[src/common/div_types_pkg.sv]
package div_types_pkg;

  // Operand width shared by the whole divider
  localparam int unsigned DIV_W = 16;

  // One word of dividend, divisor, quotient or remainder
  typedef logic [DIV_W-1:0] div_data_t;

  // Running residue, one bit wider so residue plus remainder cannot overflow
  typedef logic [DIV_W:0] div_res_acc_t;

  // Operands captured on an accepted start
  typedef struct packed {
    div_data_t dividend;
    div_data_t divisor;
  } div_operands_t;

  // Quotient and remainder of one division
  typedef struct packed {
    div_data_t quotient;
    div_data_t remainder;
  } div_result_t;

endpackage

[src/common/div_ctrl_pkg.sv]
package div_ctrl_pkg;

  // Sequencing states of the divider control
  typedef enum logic [1:0] {
    ST_IDLE, // Waiting for the first start
    ST_RUN,  // Shift-subtract iterations
    ST_ACC,  // Remainder folded into the residue
    ST_DONE  // Result valid until the next start
  } div_state_t;

  // Iteration count, wide enough to hold DIV_W itself
  typedef logic [$clog2(div_types_pkg::DIV_W+1)-1:0] div_cnt_t;

endpackage

[src/subshift/div_iter_counter.sv]
`timescale 1ns/10ps

module div_iter_counter
  import div_types_pkg::*;
  import div_ctrl_pkg::*;
(
  input  logic clk_i,
  input  logic rst_n_i,
  input  logic load_i,
  input  logic step_i,
  output logic last_o
);

  localparam div_cnt_t LAST_CNT = div_cnt_t'(DIV_W - 1);
  localparam div_cnt_t FULL_CNT = div_cnt_t'(DIV_W);

  div_cnt_t cnt_q;

  always_ff @(posedge clk_i) begin
    if (!rst_n_i) begin
      cnt_q <= '0;
    end else if (load_i) begin
      cnt_q <= '0; // New division restarts the count
    end else if (step_i) begin
      cnt_q <= cnt_q + div_cnt_t'(1);
    end
  end

  assign last_o = step_i && (cnt_q == LAST_CNT); // Final iteration in progress

  // The controller must stop stepping once all quotient bits are in
  a_no_step_past_end: assert property (
    @(posedge clk_i) disable iff (!rst_n_i)
    step_i |-> (cnt_q != FULL_CNT)
  ) else $error("div_iter_counter: step after %0d iterations", DIV_W);

  // Stepping stops right after the final iteration
  a_last_after_full_run: assert property (
    @(posedge clk_i) disable iff (!rst_n_i)
    last_o |=> !step_i
  ) else $error("div_iter_counter: stepping continued after last");

endmodule

[src/subshift/div_subshift_core.sv]
`timescale 1ns/10ps

module div_subshift_core
  import div_types_pkg::*;
(
  input  logic          clk_i,
  input  logic          rst_n_i,
  input  logic          load_i,
  input  logic          step_i,
  input  div_operands_t operands_i,
  output div_data_t     divisor_o,
  output div_result_t   raw_result_o
);

  // Latched divisor and the register that turns dividend bits into quotient bits
  div_data_t divisor_q;
  div_data_t shift_q;
  div_data_t rem_q;

  // Trial remainder after shifting in the next dividend bit
  logic [DIV_W:0] rem_shift;
  logic [DIV_W:0] rem_diff;
  logic           q_bit;

  assign rem_shift = {rem_q, shift_q[DIV_W-1]};
  assign rem_diff  = rem_shift - {1'b0, divisor_q};
  assign q_bit     = (rem_shift >= {1'b0, divisor_q}); // Restoring decision

  always_ff @(posedge clk_i) begin
    if (load_i) begin
      divisor_q <= operands_i.divisor;
      shift_q   <= operands_i.dividend;
      rem_q     <= '0;
    end else if (step_i) begin
      // Dividend bits leave at the top while quotient bits enter at the bottom
      shift_q <= {shift_q[DIV_W-2:0], q_bit};
      if (q_bit) begin
        rem_q <= rem_diff[DIV_W-1:0]; // Fits since rem_q stays below the divisor
      end else begin
        rem_q <= rem_shift[DIV_W-1:0];
      end
    end
  end

  assign divisor_o              = divisor_q;
  assign raw_result_o.quotient  = shift_q;
  assign raw_result_o.remainder = rem_q;

  // Division by zero is never issued by the user
  a_divisor_nonzero: assert property (
    @(posedge clk_i) disable iff (!rst_n_i)
    load_i |=> (divisor_q != '0)
  ) else $error("div_subshift_core: division by zero loaded");

  // The partial remainder stays below the divisor through every iteration
  a_rem_below_divisor: assert property (
    @(posedge clk_i) disable iff (!rst_n_i)
    step_i |=> (rem_q < divisor_q)
  ) else $error("div_subshift_core: partial remainder out of range");

endmodule

[src/hdl/frac_div_ctrl.sv]
`timescale 1ns/10ps

module frac_div_ctrl
  import div_types_pkg::*;
  import div_ctrl_pkg::*;
(
  input  logic clk_i,
  input  logic rst_n_i,
  input  logic start_i,
  input  logic last_i,
  output logic load_o,
  output logic step_o,
  output logic acc_en_o,
  output logic done_o
);

  div_state_t state_q;
  div_state_t state_d;
  logic       done_q;
  logic       accept;

  // Start only counts while no division is in flight
  assign accept = start_i && ((state_q == ST_IDLE) || (state_q == ST_DONE));

  always_comb begin
    state_d = state_q;
    case (state_q)
      ST_IDLE, ST_DONE: begin
        if (start_i) begin
          state_d = ST_RUN;
        end
      end
      ST_RUN: begin
        if (last_i) begin
          state_d = ST_ACC;
        end
      end
      ST_ACC:  state_d = ST_DONE;
      default: state_d = ST_IDLE;
    endcase
  end

  always_ff @(posedge clk_i) begin
    if (!rst_n_i) begin
      state_q <= ST_IDLE;
      done_q  <= 1'b0;
    end else begin
      state_q <= state_d;
      if (accept) begin
        done_q <= 1'b0; // A new start withdraws the old result
      end else if (state_q == ST_ACC) begin
        done_q <= 1'b1;
      end
    end
  end

  assign load_o   = accept;
  assign step_o   = (state_q == ST_RUN);
  assign acc_en_o = (state_q == ST_ACC);
  assign done_o   = done_q;

  // Accumulation happens only right after the final iteration
  a_acc_after_run: assert property (
    @(posedge clk_i) disable iff (!rst_n_i)
    acc_en_o |-> !step_o && $past(step_o)
  ) else $error("frac_div_ctrl: accumulate overlaps or skips iteration");

  // Fixed latency from the accepted start to the result, seen one edge after the accumulation
  a_fixed_latency: assert property (
    @(posedge clk_i) disable iff (!rst_n_i)
    load_o |-> ##(DIV_W+2) done_o
  ) else $error("frac_div_ctrl: done not reached after %0d cycles", DIV_W+1);

endmodule

[src/hdl/residue_accum.sv]
`timescale 1ns/10ps

module residue_accum
  import div_types_pkg::*;
(
  input  logic        clk_i,
  input  logic        rst_n_i,
  input  logic        acc_en_i,
  input  div_data_t   divisor_i,
  input  div_result_t raw_result_i,
  output div_result_t result_o
);

  div_res_acc_t residue_q;
  div_res_acc_t acc_sum;
  div_res_acc_t acc_wrap;
  div_res_acc_t divisor_ext;
  logic         incr;
  div_result_t  result_q;

  assign divisor_ext = div_res_acc_t'(divisor_i);
  assign acc_sum     = residue_q + div_res_acc_t'(raw_result_i.remainder);
  assign acc_wrap    = acc_sum - divisor_ext;
  assign incr        = (acc_sum >= divisor_ext); // A whole divisor has built up

  always_ff @(posedge clk_i) begin
    if (!rst_n_i) begin
      residue_q <= '0;
      result_q  <= '0;
    end else if (acc_en_i) begin
      if (incr) begin
        residue_q <= acc_wrap;
      end else begin
        residue_q <= acc_sum;
      end
      result_q.quotient  <= raw_result_i.quotient + div_data_t'(incr);
      result_q.remainder <= raw_result_i.remainder;
    end
  end

  assign result_o = result_q;

  // The residue keeps within one word, so residue plus remainder always fits the sum
  a_residue_bounded: assert property (
    @(posedge clk_i) disable iff (!rst_n_i)
    acc_en_i |=> !residue_q[DIV_W]
  ) else $error("residue_accum: residue grew past one word");

endmodule

[src/hdl/frac_div_top.sv]
`timescale 1ns/10ps

module frac_div_top
  import div_types_pkg::*;
(
  input  logic          clk_i,
  input  logic          rst_n_i,
  input  logic          start_i,
  input  div_operands_t operands_i,
  output logic          done_o,
  output div_result_t   result_o
);

  logic        load;
  logic        step;
  logic        last;
  logic        acc_en;
  div_data_t   divisor;    // Divisor the core actually used
  div_result_t raw_result; // Quotient and remainder before residue correction

  frac_div_ctrl u_frac_div_ctrl (
    .clk_i    (clk_i),
    .rst_n_i  (rst_n_i),
    .start_i  (start_i),
    .last_i   (last),
    .load_o   (load),
    .step_o   (step),
    .acc_en_o (acc_en),
    .done_o   (done_o)
  );

  div_iter_counter u_div_iter_counter (
    .clk_i   (clk_i),
    .rst_n_i (rst_n_i),
    .load_i  (load),
    .step_i  (step),
    .last_o  (last)
  );

  div_subshift_core u_div_subshift_core (
    .clk_i        (clk_i),
    .rst_n_i      (rst_n_i),
    .load_i       (load),
    .step_i       (step),
    .operands_i   (operands_i),
    .divisor_o    (divisor),
    .raw_result_o (raw_result)
  );

  // Folds each remainder into the running residue
  residue_accum u_residue_accum (
    .clk_i        (clk_i),
    .rst_n_i      (rst_n_i),
    .acc_en_i     (acc_en),
    .divisor_i    (divisor),
    .raw_result_i (raw_result),
    .result_o     (result_o)
  );

endmodule

[config.mk]
export PLATFORM = sky130hd
export DESIGN_NAME = frac_div_top
export DESIGN_NICKNAME = d
export VERILOG_FILES = /design/src/common/div_types_pkg.sv /design/src/common/div_ctrl_pkg.sv /design/src/subshift/div_iter_counter.sv /design/src/subshift/div_subshift_core.sv /design/src/hdl/frac_div_ctrl.sv /design/src/hdl/residue_accum.sv /design/src/hdl/frac_div_top.sv
export SDC_FILE = /design/constraint.sdc
export NUM_CORES = 1
export LEC_CHECK = 0
export BUFFER_PORTS_ARGS = -buffer_cell sky130_fd_sc_hd__buf_2
export CORE_ASPECT_RATIO = 1.2
export CORE_MARGIN = 10
export CORE_UTILIZATION = 55
export DETAILED_ROUTE_END_ITERATION = 8
export GPL_TIMING_DRIVEN = 1
export PLACE_DENSITY = 0.79
export SYNTH_ARGS = -nofsm -noshare
export SYNTH_HDL_FRONTEND = slang
export SYNTH_HIERARCHICAL = 1
export SYNTH_SLANG_ARGS = --single-unit
[constraint.sdc]
create_clock -name clk_i -period 4.9 [get_ports clk_i]
set_input_delay 0.98 -clock clk_i [delete_from_list [all_inputs] [get_ports clk_i]]
set_output_delay 0.98 -clock clk_i [all_outputs]
set_load 0.02 [all_outputs]
==> results.cfg <==
[cts]
cts_buffer_depth = 2
root_buffer = clkbuf_16
path_clk_slew_ns = 0.08
ctsHtreeMaxLevel = 3
cts_buffers = 9
worstSkewPairLatency_ns = 0.36
cts_tree = yes
clock-sinks = 105

[finish]
num_antenna_cells = 0
n_fill_cell = 1018
area_delta_synth_final_pct = 15.86
final_common_cell = nor2_1
layout_common_cells = 91 x nor2_1, 71 x dfxtp_1, 67 x buf_2
fin_cells = 1046
fin_nets = 971
layout-drive-gt1-share_pct = 20.52
final_core_util_pct = 65.15

[sta]
setup_violations = 0
fin_crit_sh_pct = 94.80
worst_pin_slew_ns = 0.9501
fin_worst_skew_ns = 0.01030
max_clock_freq_ghz = 0.2153
finalCriticalPeriod_ns = 4.645
hold_violations = 0
finalWorstSetupSlack_ns = 0.2547
drv_slew = 0
relSlewSlack_pct = 36.59

[power_and_ir_drop]
p_comb_share_pct = 64.9
power_w = 0.006384
power_frac_seq_pct = 23.8
clkPwrFrac_pct = 11.3
p_per_area_nw_per_um2 = 773.5
power_switching_share_pct = 47.31
internal_power_w = 0.003364
ir_drop_v = 0.0004139
power.switching_w = 0.003020
p_leak_nw = 3.508

[route]
vias = 6203
drc = 0
wirelength_mm = 18.75
antenna_left = 0
vias_per_cell = 5.930
dr.pass1.iters = 5
wl_per_cell_um = 17.93
drt_iter0_drc = 406

[logic_synthesis]
synth_seq_area_share_pct = 34.01
syn_area_per_cell_um2 = 8.982
synthCells = 793
ys_warn_count = 6
synth-seq-cells = 105
synth_edf_count = 32
synth_nets = 887
syn_area_um2 = 7123
synth_ff_type = dfxtp_1
synth.distinct_cells = 88
async_flop_share_pct = 0

[critical_path]
worstPathRequired_ns = 5.17
critPathMaxFanout = 5
worstSetupPathType = reg -> reg
crit_path_start_kind = flip-flop
cp.arrival_ns = 4.91
end_kind = flip-flop

[run]
maxCapViolCount = 0

[global_routing]
grt_pass1_wl_mm = 29.12
antenna_found_initial = 0
grt_pass1_vias = 5813
grt_remaining_overflow = 0
grt_max_degree = 46
grtUsageTotal_pct = 20.49

[place]
place.gp.congestion = 0.9536
pre_cts_ws_ns = -0.1914
dp_hpwl_mm = 14.16
dp.cells = 1021
port_buffers = 67

[run_status]
outcome = finished clean

[floorplan]
die_area_um2 = 17920
core_area_um2 = 12670
die_x_um = 123.9
dieHeight_um = 144.7
row_count = 45
initial_utilization_pct = 56.23
io_pins = 68

[hold_path]
min_path_type = reg -> reg
-- cells by family (layout without fill, tap and decap cells) --
kind of cell | Yosys count | count (layout) | share of synthesized area [%]
and+or+nand+nor | 236 | 236 | 16.51
AOI/OAI and AO/OA | 219 | 219 | 21.47
DFF | 105 | 105 | 34.01
buffers and inverters | 82 | 171 | 4.971
adders and majority gates | 59 | 59 | 10.68
xor gates and xnor gates | 51 | 51 | 6.271
muxes | 41 | 41 | 6.095
-- flip-flops by register name, indices dropped and copies added (netlist names) --
signal,cells
u_residue_accum/residue_q,17
u_div_subshift_core/divisor_o,16
u_div_iter_counter/cnt_q,5
u_div_subshift_core/shift_q,16
u_div_subshift_core/rem_q,16
u_frac_div_ctrl/done_o,1
u_frac_div_ctrl/state_q,2
u_residue_accum/result_o,32
-- cells in the mapped netlist, types with 7 or more instances --
cell type | n | share of area [%]
xnor2_1 | 27 | 3.3
nor2_1 | 92 | 4.8
nor3_1 | 10 | 0.70
o21ai_0 | 47 | 3.3
a21oi_1 | 39 | 2.7
o211ai_1 | 7 | 0.74
mux2i_1 | 25 | 3.5
nand3_1 | 20 | 1.4
a311oi_1 | 13 | 1.6
ha_1 | 56 | 9.8
nand2_1 | 43 | 2.3
nor2b_1 | 8 | 0.70
and3_1 | 11 | 0.97
a31oi_1 | 12 | 1.1
mux2_2 | 10 | 1.6
xor2_1 | 24 | 3.0
edfxtp_1 | 32 | 13
clkbuf_1 | 20 | 1.1
inv_1 | 48 | 2.5
a211oi_1 | 28 | 3.0
nand2b_1 | 7 | 0.61
a21o_1 | 12 | 1.3
dfxtp_1 | 73 | 21
-- metal layers --
metal | share of wire, % | global-route usage [%]
met5 | 0 | 0
met4 | 3.9 | 10.01
met3 | 5.8 | 3.527
met2 | 49 | 34.85
met1 | 41 | 24.29
-- area by class of cell --
type	count	area, um^2	share of cell area, %
clock buffer	9	225.2	2.729
timing repair buffer	104	613.1	7.429
sequential	105	2425	29.38
multi-input combinational	606	4527	54.85
clock inverter	7	66.31	0.8035
inverter	51	191.4	2.320
tap	164	205.2	2.486
-- stage by stage --
step | hold slack, ns | setup TNS (ns) | instance area, um^2
6_report | 0.4902 | 0 | 8253
5_1_grt | 0.5080 | -0.03966 | 8253
4_1_cts | 0.4926 | 0 | 8018
3_5_place_dp | 0.4803 | -0.4149 | 7714
3_3_place_gp | 0.4661 | 0 | 7714
2_1_floorplan | 0.4563 | 0 | 7123
-- timing repair --
action / 4_1_cts / 5_1_grt
pin swaps: 1 / 21
setup buffers: 0 / 9
gates resized for setup: 4 / 31
hold buffers: 0 / 0
endpoints found under the setup margin: 5 / 11
-- path summary, 6_finish.rpt --
path	startpoint	cells past startpoint	to	slack [ns]
worst max register to register	u_div_subshift_core/rem_q[0]$_SDFFE_PP0P_	21	u_residue_accum/result_o[30]$_SDFFE_PN0P_	0.25
worst min-delay path	u_residue_accum/result_o[15]$_SDFFE_PN0P_	2	u_residue_accum/result_o[15]$_SDFFE_PN0P_	0.49
worst max-delay path	u_div_subshift_core/rem_q[0]$_SDFFE_PP0P_	21	u_residue_accum/result_o[30]$_SDFFE_PN0P_	0.25
worst min register to register	u_residue_accum/result_o[15]$_SDFFE_PN0P_	2	u_residue_accum/result_o[15]$_SDFFE_PN0P_	0.49
-- power by group through the flow --
| stage | clock network, W | logic [W] | registers (W) |
|---|---|---|---|
| after floorplan | 0 | 0.00284 | 0.00154 |
| after global placement | 0 | 0.00381 | 0.00150 |
| after detailed placement | 0 | 0.00385 | 0.00151 |
| after CTS | 0.000733 | 0.00389 | 0.00150 |
| after global routing | 0.000767 | 0.00454 | 0.00156 |
| final | 0.000724 | 0.00414 | 0.00152 |
-- critical path, cell delays in order (launching register included) --
cell and delay (ns):
dfxtp_2 0.34, ha_4 0.17, fa_2 0.38, a211oi_2 0.28
nor3_2 0.09, o31a_1 0.35, nor3_4 0.20, o311ai_4 0.11
ha_1 0.32, nand4_1 0.10, nor4_2 0.29, and2_4 0.19
and4bb_1 0.20, nor3_2 0.17, nor2_2 0.07, inv_2 0.15
ha_4 0.17, ha_4 0.13, and3_4 0.19, nand3_4 0.08
or3_1 0.33, a311oi_2 0.25
Note: power is estimated with default switching activity, not from simulation.
